===== config.mk =====
export PLATFORM = sky130hd
export DESIGN_NAME = cache_way_ram
export DESIGN_NICKNAME = d
export VERILOG_FILES = /design/src/verilog/cache_way_ram.sv
export SDC_FILE = /design/constraint.sdc
export NUM_CORES = 2
export LEC_CHECK = 0
export BUFFER_PORTS_ARGS = -buffer_cell sky130_fd_sc_hd__buf_4
export CAP_MARGIN = 20
export CORE_MARGIN = 2
export CORE_UTILIZATION = 60
export CTS_BUF_LIST = sky130_fd_sc_hd__clkbuf_4
export CTS_CLUSTER_SIZE = 10
export DETAILED_ROUTE_END_ITERATION = 6
export GPL_TIMING_DRIVEN = 1
export MAX_ROUTING_LAYER = met4
export PLACE_DENSITY = 0.77
export SLEW_MARGIN = 30
export SYNTH_ARGS = -nofsm -noshare
export SYNTH_HDL_FRONTEND = slang
export SYNTH_SLANG_ARGS = --single-unit

===== constraint.sdc =====
create_clock -name clk_in -period 4.6 [get_ports clk_in]
set_input_delay 1.38 -clock clk_in [delete_from_list [all_inputs] [get_ports clk_in]]
set_output_delay 1.38 -clock clk_in [all_outputs]
set_load 0.005 [all_outputs]

===== src/verilog/cache_way_ram.sv =====
// storage for one payload across all ways, NUM_SETS entries per way.
// one way is written per clock, all ways of the addressed set read back
// combinationally. used for the tag array and for the line data
`timescale 1ns/1ps

module cache_way_ram #(
  parameter int  NUM_WAYS = 4,
  parameter int  NUM_SETS = 16,
  parameter type entry_t  = logic [31:0],
  localparam int WAY_W    = $clog2(NUM_WAYS),
  localparam int SET_W    = $clog2(NUM_SETS)
) (
  input  logic             clk_in,
  input  logic [SET_W-1:0] set_idx,
  input  logic             we,
  input  logic [WAY_W-1:0] way,
  input  entry_t           wdata,
  output entry_t           rdata_all [NUM_WAYS]  // every way of set_idx
);

  entry_t mem [NUM_WAYS][NUM_SETS];  // contents undefined until written

  always_ff @(posedge clk_in) begin
    if (we) mem[way][set_idx] <= wdata;
  end

  always_comb begin
    for (int w = 0; w < NUM_WAYS; w++) begin
      rdata_all[w] = mem[w][set_idx];
    end
  end

endmodule


Word-level counts from Yosys, hierarchy flattened --
Memory sizes are Yosys's and may differ from the RTL's. Index checks and enable logic that the tools add are counted.
Word-level totals: input port bits 40, flip-flop bits (word level) 0, memories kept 1, bits in writable memories 2048, output and inout port bits 128, word-level logic and storage cells 21
Operators by class: $lt $le $gt $ge 2, bitwise operators 1, mux-type cells 16, reduce and logical (&&, ||, !) cells 1
Memories:
- mem | words 4, width 512, read ports 4, clocked after memory_dff 0, write ports 1, RTL line 21 | entry_t mem [NUM_WAYS][NUM_SETS];
Operators with widths (count):
- $bmux W32 S4 | 4
- $mux W512 | 1
- $mux W32 | 9
- $demux W32 S4 | 1
- $ge A5 B5 Y1 const B | 1
- $lt A5 B1 Y1 const B | 1
- $not A4 Y5 | 1
- $logic_and A1 B1 Y1 | 1
- $mux W1 | 1

Longest topological paths before layout --
depth in word-level cells 6, gate-level depth with buffers 6, depth with buffers taken out 3

Worst setup path after synthesis --
OpenSTA, ideal clock, no wires.
path type input to register, start point input port set_idx[1], end point memory mem[1][160] (netlist bit), enable pin, stages on the path 6, data required time 4.179 ns, library setup time 0.421 ns, path slack 0.526 ns, arrival 3.653 ns, buffers on the path 3, path through buf_2 > buf_2 > buf_2 > nor2b_1 > nand2_1 > nor2_1
Between the ends: cells in the longest elaborated chain, start to end 6, elaborated cells on any way between the ends 7
RTL lines:
- start: declaration | RTL line 14 | input logic [SET_W-1:0] set_idx,
- $not A4 Y5 (implied by the code) (*) | RTL line 24 | if (we) mem[way][set_idx] <= wdata;
- $ge A5 B5 Y1 (implied by the code) / $lt A5 B1 Y1 (equally long branches) | RTL line 24
- $logic_and A1 B1 Y1 (implied by the code) | RTL line 24
- $mux W32 (implied by the code) | RTL line 24
- $demux W32 S4 (*) | RTL line 24
- $mux W512 (implied by the code) (*) | RTL line 24
- end: declaration | RTL line 21
Every way passes the cells marked *; elsewhere a longest branch is shown, timed or not.

==> flow_summary.ini <==
[run_status]
status = complete, no violations

[clocking]
ctsHoldBuffers = 0
clkTransAtPathRegs_ns = 0.07
ctsLongestPathBuffers = 4
cts.sinks = 2048
ctsHtreeMaxLevel = 5
cts_tree = yes
cts-root-buf = clkbuf_4
numCtsBuffers = 482

[critical_path]
startpoint_type = primary input
setup.worst_path.start = set_idx[0]
cp_max_fo = 15
required_ns = 3.22
critical_path_class = primary input to primary output
end_kind = primary output
crit_arrival_ns = 3.17

[final_layout]
final_area_um2 = 88570
final_nets = 3958
n_fill_cell = 7363
reg_top3 = mem: 2048 flops
regMostFlops = mem
largest_reg_flops = 2048
syn_to_final_growth_pct = 14.93
drive_above_1_share = 0.3809
postLayoutCoreUtil = 0.6945

[route]
wire_per_inst_um = 31.06
drtPass1Iterations = 6
drt-initial-drc-count = 5103
wl_um = 184100
drc_errors = 0
viasPerCell = 6.558
vias = 38863
ant_nets = 0

[global_route]
use_met2 = 0.4640
antenna_found_initial = 14
use_met3 = 0.05984
overflow = 0
met1_usage = 0.3933
grt_most_used_layer = met2
grt_max_degree = 65
grtUsageTotal = 0.2939
grt_pass1_wl_um = 265900
first_global_vias = 40394

[sta]
slew-limit-headroom = 0.4244
finalCritPeriodShare = 0.9896
max_clock_freq_mhz = 219.7
final_hold_viol_count = 0
hold_slack_ns = 0.5799
setup_viol = 0
worstMarginPinSlew_ns = 0.8633
fin_crit_ns = 4.552
rsz0062_at_grt = false
drv_slew = 0

[power]
p_clk_frac = 0.376
p_sw_frac = 0.2164
p_int_w = 0.02848
comb_power_share = 0.055
power_density_nw_per_um2 = 410.4
seq_power_share = 0.569
p_switching_w = 0.007866
vdd_drop_max_mv = 0.2403
p_leak_nw = 28.91

[floorplan]
io_pins = 168
fp.dieW_um = 362.4
die_h_um = 362.4
core-area_um2 = 127500
rows = 131
die_area_um2 = 131300
initial_core_util = 0.6043

[synth]
synth.top_cells.by_count = edfxtp_1 (2,048), mux4_2 (448), a22oi_1 (256)
ys_seq_area_frac = 0.7980
synthCells = 3218
async_flop_share = 0
syn_area_um2 = 77070
synth_top_flop_cell = edfxtp_1
synth.avg_cell_area_um2 = 23.95
synth_seq_cells = 2048
yosys.area.top_type = edfxtp_1
synth_nets = 3258
synth_edf_count = 2048
ys_top_cells_by_area = edfxtp_1 (80%), mux4_2 (13%), a22oi_1 (2.5%)
post-synth-top-count-cell = edfxtp_1
synth.top_cell.area_share = 0.7980
yosys_warnings = 0
yosysUniqueCellTypes = 20

[job]
maxCapViolations = 0

[placed_design]
portBuffers = 167
place_area_um2 = 82670
hpwl_um = 94470
place_congestion = 0.7823

[hold_path]
min_path_type = primary input to flip-flop
hp-start = wdata[6]
## power by group through the flow
stage	Combinational, W	Clock, W	Sequential [W]
5_1_grt	0.00212	0.0148	0.0207
6_report	0.00200	0.0137	0.0207
3_5_place_dp	0.00200	0	0.0211
4_1_cts	0.00201	0.0139	0.0207
3_3_place_gp	0.00193	0	0.0211
2_1_floorplan	0.000946	0	0.0211
## cell families (layout without fill, tap and decap cells)
group	after synthesis	in the layout	synth area share
buffers and inverters	179	1217	0.01291
DFF	2048	2048	0.7980
other	0	8	0
AOI/OAI and AO/OA	256	256	0.02494
muxes	512	512	0.1527
and+or+nand+nor	223	223	0.01140
## repair_timing
| action | 4_1_cts | 5_1_grt |
|---|---|---|
| resized for setup | 3 | 1 |
| setup buffers | 0 | 7 |
| gates cloned | 1 | 0 |
| endpoints found under the setup margin | 58 | 3 |
## path summary, 6_finish.rpt
kind	end	slack (ns)	depth (start not counted)
worst max-delay path	rdata_all[124]	0.05	7
worst min-delay path	mem[3][422]	0.58	1
## worst max-delay path: stages
cell,delay (ns)
buf_16,0.20
buf_12,0.22
buf_4,0.15
mux4_2,0.48
a22oi_1,0.27
nand2_1,0.23
buf_4,0.20
## area by class of cell
| cell class | instances | area [um^2] | area share |
|---|---|---|---|
| Antenna cell | 8 | 20.02 | 0.0002260 |
| Clock buffer | 687 | 5157 | 0.05823 |
| Clock inverter | 135 | 610.6 | 0.006894 |
| Multi-Input combinational cell | 991 | 15080 | 0.1703 |
| Sequential cell | 2048 | 61500 | 0.6944 |
| Tap cell | 1662 | 2079 | 0.02348 |
| Timing Repair Buffer | 395 | 4119 | 0.04651 |
## routing by layer
| layer | up-vias | share of wire |
|---|---|---|
| met4 | 0 | 0.023 |
| met1 | 20153 | 0.36 |
| met5 | - | 0 |
| li1 | 15674 | - |
| met2 | 2713 | 0.50 |
| met3 | 323 | 0.11 |
## metrics by stage
stage	cells	setup WS, ns	power, W	TNS [ns]
2_1_floorplan	3218	0.5263	0.02203	0
6_report	5926	0.04790	0.03635	0
5_1_grt	5924	0.009146	0.03763	0
3_5_place_dp	5088	-0.1255	0.02309	-1.521
4_1_cts	5911	0.04073	0.03660	0
3_3_place_gp	5088	-0.07346	0.02301	-0.9066
## cell usage in the layout (no fill, tap or decap), drive strengths merged, types with 2 or more instances in the layout
cell type / netlist / final
edfxtp: 2048 / 2048
clkbuf: 79 / 687
mux4: 512 / 512
buf: 100 / 394
a22oi: 256 / 256
nand2: 141 / 141
clkinv: 0 / 126
nor2: 66 / 66
diode: 0 / 8
inv: 0 / 5
nand3: 4 / 4
nor2b: 4 / 4
bufinv: 0 / 3
and3b: 2 / 2
nand2b: 2 / 2
(Power assumes the default switching activity.)
