**src/verilog/cache_geom_pkg.sv**
```systemverilog
// cache geometry shared by every block: address and data widths, line layout
// and the tree-PLRU walk used by the replacement unit.
// word and line types are used by the bus structs and by the datapath
package cache_geom_pkg;

  localparam int ADDR_W         = 32;
  localparam int WORD_W         = 32;
  localparam int LINE_BYTES     = 16;
  localparam int OFFSET_W       = $clog2(LINE_BYTES);  // byte offset inside a line
  localparam int WORDS_PER_LINE = 4;

  localparam int MAX_WAYS  = 16;  // widest tree the helpers can walk
  localparam int MAX_DEPTH = $clog2(MAX_WAYS);

  typedef logic [WORD_W-1:0]                word_t;
  typedef logic [WORDS_PER_LINE*WORD_W-1:0] line_t;
  typedef logic [MAX_WAYS-2:0]              plru_tree_t;  // caller pads its NUM_WAYS-1 bits

  // follow the node bits from the root, 0 goes left and 1 goes right
  function automatic int plru_victim(plru_tree_t tree, int num_ways);
    int   node;
    int   way;
    logic dir;
    node = 0;
    way  = 0;
    for (int lvl = 0; lvl < MAX_DEPTH; lvl++) begin
      if ((1 << lvl) < num_ways) begin
        dir  = tree[node];
        way  = (way << 1) | int'(dir);
        node = 2 * node + 1 + int'(dir);
      end
    end
    return way;
  endfunction

  // point each node on the path to way away from it
  function automatic plru_tree_t plru_touch(plru_tree_t tree, int way, int num_ways);
    plru_tree_t nxt;
    int         depth;
    int         node;
    logic       b;
    nxt   = tree;
    depth = 0;
    node  = 0;
    for (int i = 0; i < MAX_DEPTH; i++) begin
      if ((1 << i) < num_ways) depth++;
    end
    for (int lvl = 0; lvl < MAX_DEPTH; lvl++) begin
      if (lvl < depth) begin
        b         = 1'((way >> (depth - 1 - lvl)) & 1);  // msb of way picks the root branch
        nxt[node] = ~b;
        node      = 2 * node + 1 + int'(b);
      end
    end
    return nxt;
  endfunction

endpackage

```
**src/verilog/cache_way_ram.sv**
```systemverilog
// storage for one payload across all ways, NUM_SETS entries per way.
// one way is written per clock, all ways of the addressed set read back
// combinationally. used for the tag array and for the line data
`timescale 1ns/1ps

module cache_way_ram #(
  parameter int  NUM_WAYS = 4,
  parameter int  NUM_SETS = 16,
  parameter type entry_t  = logic [31:0],
  localparam int WAY_W    = $clog2(NUM_WAYS),
  localparam int SET_W    = $clog2(NUM_SETS)
) (
  input  logic             clk_in,
  input  logic [SET_W-1:0] set_idx,
  input  logic             we,
  input  logic [WAY_W-1:0] way,
  input  entry_t           wdata,
  output entry_t           rdata_all [NUM_WAYS]  // every way of set_idx
);

  entry_t mem [NUM_WAYS][NUM_SETS];  // contents undefined until written

  always_ff @(posedge clk_in) begin
    if (we) mem[way][set_idx] <= wdata;
  end

  always_comb begin
    for (int w = 0; w < NUM_WAYS; w++) begin
      rdata_all[w] = mem[w][set_idx];
    end
  end

endmodule

```
**src/verilog/cache_tag_store.sv**
```systemverilog
// tag side of the cache: tag array, valid and dirty bits, hit compare
// and the state of the way picked for replacement.
// valid/dirty sit in flops so reset and flush clear every line at once
`timescale 1ns/1ps

module cache_tag_store #(
  parameter int  NUM_WAYS = 4,
  parameter int  NUM_SETS = 16,
  localparam int WAY_W    = $clog2(NUM_WAYS),
  localparam int SET_W    = $clog2(NUM_SETS),
  localparam int TAG_W    = cache_geom_pkg::ADDR_W - SET_W - cache_geom_pkg::OFFSET_W
) (
  input  logic             clk_in,
  input  logic             rst_N_in,
  input  logic [SET_W-1:0] set_idx,
  input  logic [TAG_W-1:0] cur_tag,
  input  logic             tag_we,       // install or dirty update
  input  logic [WAY_W-1:0] wr_way,
  input  logic             new_dirty,
  input  logic             clear_all,    // flush
  input  logic [WAY_W-1:0] victim_way,
  output logic             hit,
  output logic [WAY_W-1:0] hit_way,
  output logic             victim_dirty,
  output logic [TAG_W-1:0] victim_tag
);

  typedef logic [TAG_W-1:0] tag_entry_t;

  tag_entry_t          tags    [NUM_WAYS];  // tags of the current set
  logic [NUM_WAYS-1:0] valid_q [NUM_SETS];
  logic [NUM_WAYS-1:0] dirty_q [NUM_SETS];

  // tag is rewritten on every tag_we, same value on a write hit
  cache_way_ram #(
    .NUM_WAYS (NUM_WAYS),
    .NUM_SETS (NUM_SETS),
    .entry_t  (tag_entry_t)
  ) u_tag_ram (
    .clk_in    (clk_in),
    .set_idx   (set_idx),
    .we        (tag_we),
    .way       (wr_way),
    .wdata     (cur_tag),
    .rdata_all (tags)
  );

  always_ff @(posedge clk_in) begin
    if (!rst_N_in || clear_all) begin
      for (int s = 0; s < NUM_SETS; s++) begin
        valid_q[s] <= '0;
        dirty_q[s] <= '0;  // dirty lines are dropped, not written back
      end
    end else if (tag_we) begin
      valid_q[set_idx][wr_way] <= 1'b1;
      dirty_q[set_idx][wr_way] <= new_dirty;
    end
  end

  // at most one way can match, a tag is never installed twice in a set
  always_comb begin
    hit     = 1'b0;
    hit_way = '0;
    for (int w = 0; w < NUM_WAYS; w++) begin
      if (valid_q[set_idx][w] && (tags[w] == cur_tag)) begin
        hit     = 1'b1;
        hit_way = WAY_W'(w);
      end
    end
  end

  // dirty implies valid, masked anyway for the cleared case
  assign victim_dirty = valid_q[set_idx][victim_way] & dirty_q[set_idx][victim_way];
  assign victim_tag   = tags[victim_way];

endmodule

```
**config.mk**
```make
export PLATFORM = sky130hd
export DESIGN_NAME = cache_tag_store
export DESIGN_NICKNAME = d
export VERILOG_FILES = /design/src/verilog/cache_geom_pkg.sv /design/src/verilog/cache_way_ram.sv /design/src/verilog/cache_tag_store.sv
export SDC_FILE = /design/constraint.sdc
export NUM_CORES = 2
export LEC_CHECK = 0
export ABC_AREA = 1
export BUFFER_PORTS_ARGS = -buffer_cell sky130_fd_sc_hd__buf_2
export CAP_MARGIN = 40
export CELL_PAD_IN_SITES_DETAIL_PLACEMENT = 0
export CELL_PAD_IN_SITES_GLOBAL_PLACEMENT = 1
export CORE_ASPECT_RATIO = 1.2
export CORE_MARGIN = 4
export CORE_UTILIZATION = 46
export DETAILED_ROUTE_END_ITERATION = 8
export PLACE_DENSITY_LB_ADDON = 0.05
export SLEW_MARGIN = 5
export SYNTH_ARGS = -nofsm -noshare
export SYNTH_HDL_FRONTEND = slang
export SYNTH_SLANG_ARGS = --single-unit
```
**constraint.sdc**
```tcl
create_clock -name clk_in -period 3.61 [get_ports clk_in]
set_input_delay 0.722 -clock clk_in [delete_from_list [all_inputs] [get_ports clk_in]]
set_output_delay 0.722 -clock clk_in [all_outputs]
set_load 0.05 [all_outputs]
```
## Word-level counts from Yosys, hierarchy flattened

Memory sizes are Yosys's and may differ from the RTL's.
Index checks and enable logic that the tools add are counted.

| word-level totals | value |
|---|---|
| bits in registers | 0 |
| bits in writable memories | 1664 |
| bits of input ports | 37 |
| output and inout port bits | 28 |
| word-level logic and storage cells | 68 |
| memories kept | 3 |

Memory list:

| name | words | width | rd ports | clocked after memory_dff | wr ports | line | RTL |
|---|---|---|---|---|---|---|---|
| u_tag_ram.mem | 4 | 384 | 4 | 0 | 1 | cache_way_ram.sv:21 | `entry_t mem [NUM_WAYS][NUM_SETS];` |
| dirty_q | 16 | 4 | 1 | 0 | 16 | cache_tag_store.sv:32 | `logic [NUM_WAYS-1:0] dirty_q [NUM_SETS];` |
| valid_q | 16 | 4 | 1 | 0 | 16 | cache_tag_store.sv:31 | `logic [NUM_WAYS-1:0] valid_q [NUM_SETS];` |

| operators by class | value |
|---|---|
| order comparisons | 6 |
| eq/ne operators | 4 |
| mux-type cells | 42 |
| bitwise gates (word level) | 3 |
| reduce and logical (&&, ||, !) cells | 10 |

Operators with widths:

| operator | count |
|---|---|
| 24-bit binary-select mux with 4-bit select | 4 |
| 384-bit two-way mux | 1 |
| 24-bit two-way mux | 11 |
| 24-bit demux with 4-bit select | 1 |
| 24-bit equality test | 4 |
| 24-bit binary-select mux with 2-bit select | 1 |
| 4-bit two-way mux | 7 |
| 1-bit two-way mux | 12 |
| 4-bit OR reduction | 2 |
| 1-bit logical AND | 6 |
| 2-bit by 3-bit less-than comparator with 1-bit output, second input constant | 2 |
| 5-bit >= comparator, second input constant | 1 |
| 5-bit by 1-bit less-than comparator with 1-bit output, second input constant | 1 |
| 4-bit NOT with 5-bit output | 1 |
| 1-bit binary-select mux with 2-bit select | 2 |
| 2-bit two-way mux | 2 |
| 3-bit >= comparator, second input constant | 1 |
| 2-bit NOT with 3-bit output | 1 |
| 1-bit demux with 2-bit select | 1 |
| 2-bit by 1-bit >= comparator with 1-bit output, second input constant | 1 |
| 1-bit bitwise AND | 1 |
| 1-bit logical NOT | 1 |
| 1-bit logical OR | 1 |

## Longest topological paths before layout

| logic depth | value |
|---|---|
| depth in word-level cells | 10 |
| depth in mapped cells | 21 |
| gate-level depth less buffers | 18 |

## Cells and area by module

Synthesis repeated with hierarchy kept, for this count alone.

| second synthesis, totals | value |
|---|---|
| cells, all modules | 7439 |
| area total of the unflattened synthesis | 72142.9 um^2 |

Modules (own cells, without submodules):

| module | times used | cells each | area each (um^2) | seq. area each (um^2) |
|---|---|---|---|---|
| cache_way_ram | 1 | 6258 | 64100.2 | 46124.2 |
| cache_tag_store | 1 | 1181 | 8042.7 | 3203.1 |

## Worst setup path before layout

OpenSTA, ideal clock, no wires.

| timing | value |
|---|---|
| kind | in2out |
| start point | in set_idx[0] |
| end point | out victim_tag[0] |
| data arrival time | 2.922 ns |
| data required time | 2.888 ns |
| path slack | -0.034 ns |
| stages | 14 |
| path buffers | 3 |
| path through | buf_6 -> inv_2 -> buf_4 -> clkbuf_1 -> nand2_1 -> nand2_1 -> nand2_1 -> nand3_1 -> nand2_1 -> nand2_1 -> inv_1 -> nand2_1 -> o21ai_0 -> o21ai_0 |

| between the ends | value |
|---|---|
| longest elaborated chain between the ends | 7 |
| elaborated cells between the ends (all ways) | 16 |
| classes of those cells | 15 x mux; 1 x bitwise |

Ends and longest elaborated chain:

| item | line | RTL |
|---|---|---|
| start, declared | cache_tag_store.sv:15 | `input logic [SET_W-1:0] set_idx,` |
| 4-bit NOT with 5-bit output (implied by the code) (*) | cache_way_ram.sv:29 | `rdata_all[w] = mem[w][set_idx];` |
| 24-bit binary-select mux with 4-bit select | cache_way_ram.sv:29 |  |
| 24-bit two-way mux (implied by the code) (2 in a row) | cache_way_ram.sv:29 |  |
| 24-bit binary-select mux with 2-bit select (*) | cache_tag_store.sv:74 | `assign victim_tag = tags[victim_way];` |
| 24-bit two-way mux (implied by the code) (*) (2 in a row) | cache_tag_store.sv:74 |  |
| end, declared | cache_tag_store.sv:25 | `output logic [TAG_W-1:0] victim_tag` |

Every way passes the cells marked *; elsewhere a longest branch is shown, timed or not. The select of a mux whose other input is x is not followed.

## Worst setup path after layout

| timing | value |
|---|---|
| start point | in set_idx[0] |
| end point | out hit |

| between the ends | value |
|---|---|
| longest elaborated chain between the ends | 10 |
| elaborated cells between the ends (all ways) | 26 |
| classes of those cells | 4 x eq/ne; 16 x mux; 1 x bitwise; 4 x reduce/logical; 1 x memory |

Ends and longest elaborated chain:

| item | line | RTL |
|---|---|---|
| 4-bit NOT with 5-bit output (implied by the code) | cache_way_ram.sv:29 |  |
| 24-bit binary-select mux with 4-bit select | cache_way_ram.sv:29 |  |
| 24-bit two-way mux (implied by the code) (2 in a row) | cache_way_ram.sv:29 |  |
| 24-bit equality test | cache_tag_store.sv:65 | `if (valid_q[set_idx][w] && (tags[w] == cur_tag)) begin` |
| 1-bit logical AND | cache_tag_store.sv:65 |  |
| 1-bit two-way mux (3 in a row) | cache_tag_store.sv:65 |  |
| 1-bit two-way mux (*) | cache_tag_store.sv:65 |  |
| end, declared | cache_tag_store.sv:22 | `output logic hit,` |

Marks and branches as above.

==> flow_summary.yaml <==
status:
  status: "finished with violations"
  violations: "setup timing"
place:
  gp_congestion: 0.932
  pre_cts_ws_ps: -1010
  place_area_um2: 78900
  dpl.hpwl_mm: 163
  dpl.cell_count: 9117
  portBuffers: 64
synthesis:
  yosysWarnings: 0
  synth.most_common_cell: "nand2_1"
  ys_types: 33
  synthTopCellsByArea: "edfxtp_1 (69%), nand2_1 (20%), nor2_1 (2.0%), dfxtp_1 (1.8%), nand3_1 (1.2%)"
  synth_common_cells: "nand2_1 (3711), edfxtp_1 (1600), nor2_1 (370), nand3_1 (173), buf_2 (165)"
  synth_nets: 6777
  synth-main-ff-cell: "edfxtp_1"
  synth_area_um2: 69800
  ys_async_sr_fraction_pct: 0
  syn_inst: 6740
  ys_seq_elements: 1664
  seq_area_frac_synth_pct: 70.6
  synth_top_area_share_pct: 68.8
  synth_area_leader_cell: "edfxtp_1"
  synth_edf_count: 1600
  avgSynthCellArea_um2: 10.4
clock_network:
  clk_pin_slew_ps: 60
  cts_max_path_buffers: 3
  hold_buffers: 0
  numClockSinks: 1664
  h-tree-depth: 4
  cts-root-buf: "clkbuf_16"
  cts_inserted_buffers: 171
  cts_tree: "done"
  clock_latency_ps: 830
sta:
  fin_tns_setup_ps: -3130
  holdWs_ps: 298
  finalHoldViolCount: 0
  relSlewSlack_pct: 40.2
  tightest_slew_ps: 896
  period_minus_slack_ps: 4040
  setup_slack_ps: -426
  timing.final.crit_share_pct: 112
  rsz0062_at_grt: "true"
  clock_skew_ps: 0
  fmax_mhz: 248
  setup_viol: 25
  maxSlewViolCount: 0
floorplanning:
  die_x_um: 364
  initial_core_util_pct: 46.3
  die_h_um: 435
  rows: 156
  coreArea_um2: 151000
  dieArea_um2: 158000
  io_pins: 65
drt:
  ant_nets: 0
  drt_iter0_drc: 6199
  vias: 52758
  finalWirelength_mm: 258
  avgViaCountPerCell: 5.53
  drtPass1Iterations: 6
  remaining_drc_errors: 0
  wl_per_cell_um: 27.1
worst_setup_path:
  worstPathRequired_ps: 2890
  r2r-start: "valid_q[5][3]"
  crit_slowest_cell: "nor2_4"
  cp_data_arrival_time_ps: 3310
  cp_max_fo: 9
  worstSetupStartpointType: "primary input"
  critical_path_class: "primary input to output port"
  r2r-end: "valid_q[5][3]"
  ff2ff_setup_slack_ps: 2980
  cpPeakStageDelay_ps: 210
  timing.critical_path.mode_cell: "nand2_1"
  ff2ff_path_depth: 2
  end_kind: "output port"
  crit_chain: "buf_16 -> buf_12 -> nor2_8 -> buf_12 -> buf_16 -> buf_4 -> buf_4 -> nand2_1 -> nand3_1 -> nand2_1 -> nand2_1 -> nor2_1 -> nand2_1 -> nand2_1 -> nor2_1 -> nand2_1 -> nor2_1 -> nand2_1 -> nor2_4 -> nor2_4 -> buf_12 -> nand2_4 -> buf_12"
global_route:
  antenna_found_initial: 15
  gr-usage-all-layers_pct: 32.1
  grt_pass1_vias: 48947
  grt_max_degree: 59
  grt_pass1_wl_mm: 362
  grt_overflow: 0
worst_hold_path:
  worstHoldStart: "cur_tag[20]"
  hold_end: "u_tag_ram.mem[1][260]"
  min_path_type: "primary input to register"
  worstHoldPathCells: 1
power:
  pwr_density_cell_nw_per_um2: 493
  power_switching_mw: 10.6
  internal_power_mw: 32.7
  power_frac_comb_pct: 10.9
  clockPowerShare_pct: 39.9
  p_sw_share_pct: 24.5
  p_leak_nw: 35.2
  power_frac_seq_pct: 49.3
  ir_drop_mv: 0.507
  total_power_mw: 43.3
cells_and_area:
  final_util_pct: 58.2
  final_nets: 7447
  finalNonFillerCells: 9533
  drive_gt1_share_pct: 20.4
  area_growth_pct: 25.7
  postLayoutCellArea_um2: 87800
job:
  max_cap_violations: 0
-- power by group through the flow --
stage	Sequential, mW	Clock (mW)	Combinational, mW
floorplan	21.8	0	1.65
CTS	21.3	17.4	4.47
global route	21.3	18.2	4.94
global placement	21.7	0	4.09
detailed placement	21.8	0	4.09
finish	21.3	17.3	4.71
-- registers in the layout (all words and copies together) (netlist names) --
signal and cells:
dirty_q 64, u_tag_ram.mem 1536, valid_q 64
-- critical path: cells and delay by family --
kind                   cells  cell delay, ps
and+or+nand+nor           15            1410
buffers and inverters      8            1140
-- metal layers --
metal	routed length (µm)	track usage (%)
met1	106000	45.5
met4	9430	11.7
met3	23100	5.33
met5	13	0
met2	119000	50.1
-- cell usage in the layout (no fill, tap or decap), drive strengths merged, types with 13 or more instances in the layout --
cell type / n
diode: 13
nand4: 27
nor2: 374
nand2: 3713
edfxtp: 1600
buf: 807
dfxtp: 64
inv: 134
clkbuf: 221
o21ai: 137
a22oi: 50
clkinv: 80
a32o: 21
a21oi: 96
nand3: 173
-- area by class of cell --
class	instances	area, µm²
timing repair buffer	822	9820
multi-input combinational	4618	20300
fill	12781	63100
timing repair inverter	2	20.0
clock buffer	214	4610
antenna	13	32.5
clock inverter	94	716
inverter	131	538
tap	1975	2470
sequential	1664	49300
-- repair_timing --
action / 4_1_cts / 5_1_grt
endpoints found under the setup margin: 28 / 28
pin swaps: 107 / 144
gates resized for setup: 397 / 311
cloned: 22 / 6
setup buffers: 57 / 44
-- kinds of logic (layout without fill, tap and decap cells) --
logic type             Yosys count  after routing  synth area share [%]
AND/OR/NAND/NOR               4299           4299                  23.6
other                            0             13                     0
flip-flops                    1664           1664                  70.6
buffers and inverters          458           1263                  3.12
AO/OA/AOI/OAI                  319            319                  2.67
-- worst max-delay path by stage --
| stage | cells past startpoint | slack, ps | endpoint | from |
|---|---|---|---|---|
| after floorplan | 12 | 70 | dirty_q[4][1] | set_idx[0] |
| after global placement | 20 | -1030 | hit_way[0] | set_idx[0] |
| after detailed placement | 21 | -1010 | hit | set_idx[0] |
| after CTS | 22 | -320 | hit | set_idx[0] |
| after global routing | 23 | -490 | hit | set_idx[0] |
| final | 23 | -430 | hit | set_idx[0] |
Power figures use the tool's default switching activity.
