## config.mk

```make
export PLATFORM = sky130hd
export DESIGN_NAME = cache_plru
export DESIGN_NICKNAME = d
export VERILOG_FILES = /design/src/verilog/cache_geom_pkg.sv /design/src/verilog/cache_plru.sv
export SDC_FILE = /design/constraint.sdc
export NUM_CORES = 1
export LEC_CHECK = 0
export ABC_AREA = 1
export BUFFER_PORTS_ARGS = -buffer_cell sky130_fd_sc_hd__buf_4
export CORE_ASPECT_RATIO = 2
export CORE_MARGIN = 2
export CORE_UTILIZATION = 55
export CTS_CLUSTER_DIAMETER = 30
export DETAILED_ROUTE_END_ITERATION = 12
export GPL_TIMING_DRIVEN = 1
export PLACE_DENSITY_LB_ADDON = 0.3
export SYNTH_ARGS = -nofsm -noshare
export SYNTH_HDL_FRONTEND = slang
export SYNTH_SLANG_ARGS = --single-unit
```

## constraint.sdc

```tcl
create_clock -name clk_in -period 2.77 [get_ports clk_in]
set_input_delay 0.6925 -clock clk_in [delete_from_list [all_inputs] [get_ports clk_in]]
set_output_delay 0.6925 -clock clk_in [all_outputs]
set_load 0.1 [all_outputs]
```

## src/verilog/cache_geom_pkg.sv

```systemverilog
// cache geometry shared by every block: address and data widths, line layout
// and the tree-PLRU walk used by the replacement unit.
// word and line types are used by the bus structs and by the datapath
package cache_geom_pkg;

  localparam int ADDR_W         = 32;
  localparam int WORD_W         = 32;
  localparam int LINE_BYTES     = 16;
  localparam int OFFSET_W       = $clog2(LINE_BYTES);  // byte offset inside a line
  localparam int WORDS_PER_LINE = 4;

  localparam int MAX_WAYS  = 16;  // widest tree the helpers can walk
  localparam int MAX_DEPTH = $clog2(MAX_WAYS);

  typedef logic [WORD_W-1:0]                word_t;
  typedef logic [WORDS_PER_LINE*WORD_W-1:0] line_t;
  typedef logic [MAX_WAYS-2:0]              plru_tree_t;  // caller pads its NUM_WAYS-1 bits

  // follow the node bits from the root, 0 goes left and 1 goes right
  function automatic int plru_victim(plru_tree_t tree, int num_ways);
    int   node;
    int   way;
    logic dir;
    node = 0;
    way  = 0;
    for (int lvl = 0; lvl < MAX_DEPTH; lvl++) begin
      if ((1 << lvl) < num_ways) begin
        dir  = tree[node];
        way  = (way << 1) | int'(dir);
        node = 2 * node + 1 + int'(dir);
      end
    end
    return way;
  endfunction

  // point each node on the path to way away from it
  function automatic plru_tree_t plru_touch(plru_tree_t tree, int way, int num_ways);
    plru_tree_t nxt;
    int         depth;
    int         node;
    logic       b;
    nxt   = tree;
    depth = 0;
    node  = 0;
    for (int i = 0; i < MAX_DEPTH; i++) begin
      if ((1 << i) < num_ways) depth++;
    end
    for (int lvl = 0; lvl < MAX_DEPTH; lvl++) begin
      if (lvl < depth) begin
        b         = 1'((way >> (depth - 1 - lvl)) & 1);  // msb of way picks the root branch
        nxt[node] = ~b;
        node      = 2 * node + 1 + int'(b);
      end
    end
    return nxt;
  endfunction

endpackage

```

## src/verilog/cache_plru.sv

```systemverilog
// tree pseudo-LRU replacement, one NUM_WAYS-1 bit tree per set.
// victim_way follows the tree of set_idx, a touch flips the path
// away from touch_way on the next edge
`timescale 1ns/1ps

module cache_plru #(
  parameter int  NUM_WAYS = 4,
  parameter int  NUM_SETS = 16,
  localparam int WAY_W    = $clog2(NUM_WAYS),
  localparam int SET_W    = $clog2(NUM_SETS),
  localparam int TREE_W   = NUM_WAYS - 1
) (
  input  logic             clk_in,
  input  logic             rst_N_in,
  input  logic [SET_W-1:0] set_idx,
  input  logic             touch,
  input  logic [WAY_W-1:0] touch_way,
  output logic [WAY_W-1:0] victim_way
);

  logic [TREE_W-1:0]          tree_q [NUM_SETS];
  cache_geom_pkg::plru_tree_t cur_tree;   // tree of set_idx padded to helper width
  cache_geom_pkg::plru_tree_t next_tree;

  always_comb begin
    cur_tree             = '0;
    cur_tree[TREE_W-1:0] = tree_q[set_idx];
  end

  assign victim_way = WAY_W'(cache_geom_pkg::plru_victim(cur_tree, NUM_WAYS));
  assign next_tree  = cache_geom_pkg::plru_touch(cur_tree, int'(touch_way), NUM_WAYS);

  always_ff @(posedge clk_in) begin
    if (!rst_N_in) begin
      for (int s = 0; s < NUM_SETS; s++) begin
        tree_q[s] <= '0;  // all trees point at way 0
      end
    end else if (touch) begin
      tree_q[set_idx] <= next_tree[TREE_W-1:0];
    end
  end

endmodule

```

* Yosys cells after proc, flatten, opt, wreduce, memory -nomap -nowiden
Memory sizes are Yosys's and may differ from the RTL's. Index checks and enable logic that the tools add are counted.
Operators by class: add/sub/neg operators 2, $lt $le $gt $ge 3, multiplexer cells 13, bitwise operators 3, reductions and logical operators 2
Operators with widths (count):
- bitwise mux 15 bit | 1
- < comparator 2 x 5 -> 1 bit, second input constant | 2
- 2-to-1 mux 1 bit | 8
- adder 1 x 1 -> 2 bit, first input constant | 2
- binary-select mux 1 bit (select 4 bit) | 1
- demux 1 bit (select 4 bit) | 1
- 2-to-1 mux 4 bit | 1
- 2-to-1 mux 3 bit | 1
- OR reduction 3 bit | 1
- greater-or-equal comparator 2 x 1 -> 1 bit, second input constant | 1
- inverter 1 bit | 2
- bitwise OR 2 x 1 -> 2 bit | 1
- logical AND 1 bit | 1
Storage, ports and cells: flip-flop bits (word level) 0, bits in writable memories 48, input bits 9, output and inout port bits 2, word-level logic and storage cells 24, memories 1
Memory list:
- tree_q | depth 16, width 3, rd ports 1, clocked after Yosys merged registers in 0, write ports 16, RTL line cache_plru.sv:21 | logic [TREE_W-1:0] tree_q [NUM_SETS];

* Logic depth before layout (Yosys ltp)
Gate-level depths: netlist of run 1.
depth in word-level cells 7, gate-level depth with buffers 14, mapped depth without buffers 11

* Worst setup path before layout of run 1
Ideal clock, no wire load.
kind input port to output port, start in set_idx[0], end out victim_way[0], arrival 3.151 ns, data required time 2.078 ns, setup slack -1.074 ns, stages 9, path buffers 3, cells stage by stage buf_6 > buf_4 > buf_2 > nand3_1 > nand4_1 > nand2_1 > nand4_1 > nand2_1 > nand2_1
Between the ends: longest elaborated chain between the ends 6
Ends and longest elaborated chain:
- start, declared | RTL line cache_plru.sv:15 | input logic [SET_W-1:0] set_idx,
- memory read (16 x 3 bit) (*)
- adder 1 x 1 -> 2 bit | RTL line cache_geom_pkg.sv:30 | node = 2 * node + 1 + int'(dir);
- binary-select mux 1 bit (select 4 bit) (*) | RTL line cache_geom_pkg.sv:28 | dir = tree[node];
- 2-to-1 mux 1 bit (implied by the code) (*) (2 in a row) | RTL line cache_geom_pkg.sv:28
- bitwise OR 2 x 1 -> 2 bit (*) | RTL line cache_geom_pkg.sv:29 | way = (way << 1) | int'(dir);
- end, declared | RTL line cache_plru.sv:18 | output logic [WAY_W-1:0] victim_way
Every way passes the cells marked *; elsewhere a longest branch is shown, timed or not. The select of a mux whose other input is x is not followed.

* Worst setup path in the final report of run 1
start in set_idx[1], end out victim_way[0]
The elaborated chain is that of the path after synthesis.

==> run metrics, run 1 <==
status finished clean; Die Wd 51.7 microns; FILL cells 377; Syn. warnings 0; clock share of power 0.255; Yosys cell types 19; final clock skew 6.92 ps; unrepaired setup endpoints after global routing no; Syn Inst Count 282; f_max 0.379 GHz; clock tree buffer depth 2; Gate power share 0.158; Synth Net Count 291; top flop regs tree_q (48); Die Y 99.5 microns; Worst VDD drop 0.386 mV; Max Fanout on Critical Path 13; Synth Register Bits 48; syn_area_per_cell 8.89 sq um; synthesized area 0.00251 sq mm; largest cells by area after synthesis edfxtp_1 57%, nand2_1 19%, nor2_1 6.1%; post-synthesis sequential area ratio 0.575; WL final 5380 microns; Total Routing Usage GR 0.234; critical path arrival 1950 ps; Port Buffer Count 10; Final Net Count 306; antenna violations before repair 0; Int Power 1060 uW; Pwr Density 520 mW/mm^2; number of flip-flops in the largest register 48; placed cells 344; commonest non-fill, non-tap cells in the layout 124 x nand2_1, 48 x edfxtp_1, 41 x nor2_1, 19 x buf_4, 14 x nor2_2; Non-Filler Instances 349; Reg2Reg Launch Point tree_q[4][1]; largest net degree at the start of global routing 27; Leak 0.00118 uW; worst slack at placement 49.6 ps; worst r2r path cells 10; Slew headroom 0.682; clk_lat worst skew 290 ps; required time of the critical path 2080 ps; clock buffer count from CTS 5; Max-Cap Viols 0; First-pass DRT Iterations 4; setup ws final 129 ps; area delta synth->final 9.88%; first-pass GRT wire length 8730 microns; crit path kind primary input to output pin; Site Rows 34; Setup Buffers After CTS 0; # IOs 11; H-tree lvl count 2; detail-routed via count per cell 5.36; Sw Share 0.261; Hold Crit Depth 2; Final Cycle Share 0.954; Yosys top cell by area edfxtp_1; final count of pins violating max slew 0; Final setup violation count 0; hold path start touch_way[1]; Starting Density 0.572; CP Capture Type output pin; worst setup path start set_idx[1]; slew at the pin with the worst max-slew slack 474 ps; Sink Count 48; Detail Placement HPWL 3820 microns; Overall Power 1430 uW; commonest non-fill, non-tap cell in the layout nand2_1; core area 0.00438 sq mm; starting DRC count in detailed routing 43; layout cell share with drive strength beyond 1 0.217; Min-Delay Path Class primary input to flop; CTS tree done; Reg clk slew, reported paths 80 ps; die area 0.00515 sq mm; Final Hold Fails 0; WL per Instance 15.4 microns; Finished Core Util 0.629; Root Driver clkbuf_8; total gr overflow 0; Startpoint Class primary input; Flop pwr share 0.588; Post-DRT Antenna Nets 0; GP Congestion 0.849; Vias 1,869; area share of the leading cell type in the synthesized netlist 0.575; min Tclk post-route 2640 ps; antenna diode instance count 0; vias in the first global route 1,943; DRC 0; Most flops, register tree_q; switching power 374 uW
[metrics by stage]
| stage | setup TNS [ps] | hold WS, ps | area, sq um |
|---|---|---|---|
| 6_report | 0 | 820 | 2760 |
| 5_1_grt | 0 | 832 | 2760 |
| 4_1_cts | 0 | 820 | 2750 |
| 3_5_place_dp | 0 | 1100 | 2680 |
| 3_3_place_gp | 0 | 1090 | 2680 |
| 2_1_floorplan | -945 | 920 | 2580 |
[power by group through the flow]
stage / logic, uW / registers, uW / clock network, uW
floorplan: 178 / 854 / 0
global placement: 218 / 858 / 0
detailed placement: 222 / 858 / 0
CTS: 222 / 842 / 362
global route: 245 / 844 / 390
finish: 226 / 841 / 365
[what timing repair did]
| item | CTS | global route |
|---|---|---|
| hold buffers | 0 | 0 |
| resized for setup | 0 | 3 |
| endpoints found under the hold margin | 0 | 0 |
| endpoints found under the setup margin | 0 | 1 |
[Yosys cell counts]
cell and instances:
nor2_2 14, nor3_2 3, inv_2 1, inv_4 1, buf_12 2, nor2_1 41, nand2_1 127, buf_4 1
nand2_2 8, clkbuf_1 3, buf_8 1, nand2_4 2, buf_2 4, nand4_1 5, inv_1 6, nand3_1 12
buf_6 2, edfxtp_1 48, nor3_1 1
[per-layer routing]
layer  vias up  global-route usage  share of wire
li1        934                   -              -
met1       890               0.244           0.36
met2        38               0.443           0.59
met3         7              0.0285          0.031
met4         0               0.103          0.017
met5         -                   0              0
[final timing paths]
check | end | slack, ps
max | victim_way[0] | 130
min | tree_q[10][0] | 820
max reg2reg | tree_q[5][1] | 1240
min reg2reg | tree_q[14][1] | 1110
[cells by family (layout without fill, tap and decap cells)]
family                 count (synthesis)  in the layout  share of synthesized area
flip-flops                            48             48                      0.575
buffers and inverters                 21             34                     0.0594
AND/OR/NAND/NOR                      213            213                      0.366
[layout make-up]
type,instances,area (sq um),area share
clock buffer,5,68.8,0.0250
multi-input combinational,213,968,0.351
tap,54,67.6,0.0245
inverter,8,35.0,0.0127
timing repair buffer,21,174,0.0631
sequential,48,1440,0.523
[critical path, cell delays in order]
cell	delay [ps]
buf_4	120
inv_2	60
buf_4	200
nand3_1	100
nand4_1	110
nand2_1	70
nand4_1	180
nand2_2	120
nand2_8	80
buf_6	210
No activity file was read; power rests on OpenSTA's default activity.
==> run 2: changes to the inputs <==
Clock period 2.77 ns to 2.4 ns, I/O delays scaled along.
==> run metrics, run 2 (same netlist as run 1, synthesis figures left out) <==
DRC 0 (unchanged); Min-Delay Path Class primary input to flop (unchanged); CTS tree done (unchanged); Final setup violation count 0 (unchanged); clk_lat worst skew 300 ps (was 290 ps); Sink Count 48 (unchanged); crit path kind primary input to output pin (unchanged); Reg clk slew, reported paths 80 ps (about the same); Pwr Density 576 mW/mm^2 (was 520 mW/mm^2); total gr overflow 0 (unchanged); setup ws final 33.0 ps (was 129 ps); die area 0.00515 sq mm (unchanged); detail-routed via count per cell 5.35 (was 5.36); First-pass DRT Iterations 4 (unchanged); Starting Density 0.572 (unchanged); unrepaired setup endpoints after global routing yes (was no); commonest non-fill, non-tap cells in the layout 119 x nand2_1, 48 x edfxtp_1, 39 x nor2_1, 18 x buf_4 (was 124 x nand2_1, 48 x edfxtp_1, 41 x nor2_1, 19 x buf_4, 14 x nor2_2); Startpoint Class primary input (unchanged); Final Cycle Share 0.986; Leak 0.00127 uW (was 0.00118 uW); Die Y 99.5 microns (unchanged); Port Buffer Count 10 (unchanged); first-pass GRT wire length 8760 microns (was 8730 microns); largest net degree at the start of global routing 23 (was 27); Hold WS 725 ps (was 820 ps); Site Rows 34 (unchanged); Max-Cap Viols 0 (unchanged); commonest non-fill, non-tap cell in the layout nand2_1 (unchanged); Root Driver clkbuf_8 (unchanged); Reg2Reg Launch Point tree_q[11][2] (was tree_q[4][1]); Hold-fix buffers, CTS 0 (unchanged); FILL cells 349 (was 377); final clock skew 10.9 ps (was 6.92 ps); core area 0.00438 sq mm (unchanged); Overall Power 1710 uW (was 1430 uW); Max Fanout on Critical Path 8 (was 13); Finished Cell Area 0.00296 sq mm (was 0.00276 sq mm); slew at the pin with the worst max-slew slack 405 ps (was 474 ps); Vias 1,914 (was 1,869); Most flops, register tree_q (unchanged); worst slack at placement -124 ps (was 49.6 ps); # IOs 11 (unchanged); Non-Filler Instances 358 (was 349); top flop regs tree_q (48) (unchanged); Final Hold Fails 0 (unchanged); status finished clean (unchanged); CP Capture Type output pin (unchanged); area delta synth->final 18.2% (was 9.88%); Worst VDD drop 0.593 mV (was 0.386 mV); starting DRC count in detailed routing 58 (was 43); antenna diode instance count 0 (unchanged); Total Routing Usage GR 0.238 (was 0.234); vias in the first global route 1,966 (was 1,943); Post-DRT Antenna Nets 0 (unchanged); required time of the critical path 1800 ps (was 2080 ps); worst setup path start set_idx[0] (was set_idx[1]); f_max 0.422 GHz; Setup Buffers After CTS 0 (unchanged); Slew headroom 0.729 (was 0.682); Die Wd 51.7 microns (unchanged); clock buffer count from CTS 5 (unchanged); layout cell share with drive strength beyond 1 0.263 (was 0.217); H-tree lvl count 2 (unchanged); WL per Instance 15.7 microns (was 15.4 microns); final count of pins violating max slew 0 (unchanged); GP Congestion 0.868 (was 0.849); critical path arrival 1770 ps (was 1950 ps); Multi-input gate area 991 sq um (was 968 sq um); Detail Placement HPWL 3810 microns (was 3820 microns); register area 0.00144 sq mm (unchanged); placed cells 350 (was 344); clock tree buffer depth 2 (unchanged); antenna violations before repair 0 (unchanged); Area after DPL 0.00272 sq mm (was 0.00268 sq mm); hold path start touch_way[1] (unchanged); number of flip-flops in the largest register 48 (unchanged); min Tclk post-route 2370 ps; WL final 5620 microns (was 5380 microns); Final Net Count 315 (was 306)
## run 2: area by class of cell
cell class | instances | area share
Tap cell | 54 | 0.0228
Inverter | 8 | 0.0160
Timing Repair Buffer | 29 | 0.114
Timing Repair inverter | 1 | 0.00295
Clock buffer | 5 | 0.0232
Sequential cell | 48 | 0.486
Multi-Input combinational cell | 213 | 0.334
## run 2: worst paths after layout
check                           slack (ps)       endpoint  cells past startpoint
worst max-delay path                    30  victim_way[0]                      9
worst min-delay path                   720   tree_q[5][0]                      2
worst max register to register         800   tree_q[1][2]                     11
worst min register to register        1230   tree_q[7][2]                     11
## run 2: worst max-delay path, cell delays in order
cell and delay (ps):
buf_12 130, clkbuf_16 170, nand3_2 50, nand4_1 120, nand2_1 120, nand4_1 180
nand2_2 170, nand2_8 60, buf_12 160
## run 2: layer usage
| layer | global-route usage | up-vias | wire length, microns |
|---|---|---|---|
| li1 | - | 953 | - |
| met1 | 0.250 | 896 | 1940 |
| met2 | 0.431 | 51 | 3230 |
| met3 | 0.0360 | 14 | 238 |
| met4 | 0.134 | 0 | 199 |
| met5 | 0 | - | 0 |
## run 2: metrics by stage
stage	TNS, ps	util
2_1_floorplan	-1320	-
3_3_place_gp	-205	0.621
3_5_place_dp	-187	0.621
4_1_cts	0	0.643
5_1_grt	-62.5	0.676
6_report	0	0.676
## run 2: where the power goes
group / total [uW] / internal (uW) / switching [uW]
registers: 972 / 958 / 13.6
logic: 305 / 107 / 198
clock network: 430 / 188 / 242
total: 1710 / 1250 / 454
## run 2: repair_timing
action                     in CTS  in global routing
setup endpoints to repair       2                  2
resized for setup               7                 21
pin swaps                       2                  8
gates cloned                    0                  4
==> run 3: changes to the inputs <==
==> constraint.sdc (replaced) <==
create_clock -name clk_in -period 2.4 [get_ports clk_in]
set_input_delay 0.48 -clock clk_in [delete_from_list [all_inputs] [get_ports clk_in]]
set_output_delay 0.48 -clock clk_in [all_outputs]
set_load 0.1 [all_outputs]
==> run metrics, run 3 (same netlist as run 1, synthesis figures left out) <==
met2 Use GR 0.447 (was 0.431); area delta synth->final 10.2% (was 18.2%); GRT busiest layer met2 (unchanged); die area 0.00515 sq mm (unchanged); vias in the first global route 1,904 (was 1,966); Startpoint Class primary input (unchanged); H-tree lvl count 2 (unchanged); setup ws final 157 ps (was 33.0 ps); Pwr Density 597 mW/mm^2 (was 576 mW/mm^2); required time of the critical path 1920 ps (was 1800 ps); core area 0.00438 sq mm (unchanged); M1 GR Usage 0.255 (was 0.250); commonest non-fill, non-tap cell in the layout nand2_1 (unchanged); met3 Use GR 0.0315 (was 0.0360); clock tree buffer depth 2 (unchanged); Most flops, register tree_q (unchanged); final count of pins violating max slew 0 (unchanged); final setup TNS 0 ps (unchanged); Site Rows 34 (unchanged); crit-path cells buf_4, inv_2, buf_4, nand3_1, nand4_1, nand2_1, nand4_1, nand2_2, nand2_8, buf_6 (was buf_12, clkbuf_16, nand3_2, nand4_1, nand2_1, nand4_1, nand2_2, nand2_8, buf_12); Max Fanout on Critical Path 8 (unchanged); Die Wd 51.7 microns (unchanged); Hold-fix buffers, CTS 0 (unchanged); clock share of power 0.254 (was 0.252); Worst Path Buf+Inv 4 (was 3); FILL cells 407 (was 349); Reg clk slew, reported paths 80 ps (about the same); Vias 1,918 (was 1,914); Sw Share 0.260 (was 0.266); first-pass GRT wire length 8900 microns (was 8760 microns); Flop pwr share 0.590 (was 0.569); Max-Cap Viols 0 (unchanged); Worst VDD drop 0.596 mV (was 0.593 mV); clock buffer count from CTS 5 (unchanged); Final Cycle Share 0.934 (was 0.986); clk_lat worst skew 290 ps (was 300 ps); starting DRC count in detailed routing 52 (was 58); Root Driver clkbuf_8 (unchanged); CTS resizes 1 (was 7); CP Capture Type output pin (unchanged); Min-Delay Path Class primary input to flop (unchanged); unrepaired setup endpoints after global routing no (was yes); detail-routed via count per cell 5.45 (was 5.35); antenna diode instance count 0 (unchanged); Starting Density 0.572 (unchanged); total gr overflow 0 (unchanged); crit path kind primary input to output pin (unchanged); top flop regs tree_q (48) (unchanged); critical path arrival 1760 ps (was 1770 ps); antenna violations before repair 0 (unchanged); Final Hold Fails 0 (unchanged); WL per Instance 15.4 microns (was 15.7 microns); # IOs 11 (unchanged); DRC 0 (unchanged); switching power 429 uW (was 454 uW); Int Power 1220 uW (was 1250 uW); crit-path max cell delay 210 ps (was 180 ps); Crit path max-delay family buffers and inverters (was simple AND/OR/NAND/NOR gates); CP max stage cell buf_6 (was nand4_1); CTS tree done (unchanged); status finished clean (unchanged); Leak 0.00119 uW (was 0.00127 uW); worst slack at placement 1.26 ps (was -124 ps); Port Buffer Count 10 (unchanged); Detail Placement HPWL 4000 microns (was 3810 microns); layout cell share with drive strength beyond 1 0.225 (was 0.263); Setup Buffers After CTS 0 (unchanged); Gate power share 0.157 (was 0.179); f_max 0.446 GHz (was 0.422 GHz); commonest non-fill, non-tap cells in the layout 125 x nand2_1, 48 x edfxtp_1, 40 x nor2_1, 23 x buf_4, 15 x nor2_2 (was 119 x nand2_1, 48 x edfxtp_1, 39 x nor2_1, 18 x buf_4); Sink Count 48 (unchanged); WL final 5420 microns (was 5620 microns); Total Routing Usage GR 0.241 (was 0.238); First-pass DRT Iterations 4 (unchanged); GP Congestion 0.888 (was 0.868); min Tclk post-route 2240 ps (was 2370 ps); largest net degree at the start of global routing 23 (unchanged); number of flip-flops in the largest register 48 (unchanged); final clock skew 6.68 ps (was 10.9 ps); Die Y 99.5 microns (unchanged); Finished Core Util 0.630 (was 0.676); Slew headroom 0.706 (was 0.729); Final setup violation count 0 (unchanged); slew at the pin with the worst max-slew slack 439 ps (was 405 ps); Final Net Count 309 (was 315); Post-DRT Antenna Nets 0 (unchanged)
[run 3: final cells by class]
cell class	instances	area (sq um)	share of cell area
clock buffers	5	68.8	0.0249
inverters	8	32.5	0.0118
multi-input cells	213	968	0.351
flip-flops and latches	48	1440	0.522
well taps	54	67.6	0.0245
repair buffers	24	184	0.0666
[run 3: routing by layer]
metal / share of wire / routed length [microns] / vias up
met3: 0.034 / 182 / 15
met1: 0.35 / 1880 / 914
met4: 0.031 / 167 / 0
met5: 0 / 0 / -
met2: 0.59 / 3190 / 52
li1: - / - / 937
[run 3: power by group through the flow]
| stage | Sequential [uW] | Clock (uW) | Combinational [uW] |
|---|---|---|---|
| floorplan | 985 | 0 | 205 |
| global placement | 991 | 0 | 253 |
| detailed placement | 992 | 0 | 256 |
| CTS | 973 | 422 | 257 |
| global route | 975 | 452 | 283 |
| finish | 972 | 418 | 258 |
[run 3: per-stage QoR]
step | std cells | instance area (sq um) | total power (uW) | hold slack, ps
3_5_place_dp | 347 | 2690 | 1250 | 908
5_1_grt | 352 | 2760 | 1710 | 616
2_1_floorplan | 282 | 2580 | 1190 | 830
4_1_cts | 352 | 2760 | 1650 | 615
3_3_place_gp | 347 | 2690 | 1240 | 910
6_report | 352 | 2760 | 1650 | 617
[run 3: final timing paths]
path                            cells after the start       endpoint     startpoint  slack [ps]
worst max-delay path                               10  victim_way[0]     set_idx[1]         160
worst min-delay path                                2   tree_q[5][0]   touch_way[1]         620
worst max register to register                     11   tree_q[0][2]   tree_q[2][2]         790
worst min register to register                     11   tree_q[7][2]  tree_q[14][2]        1250
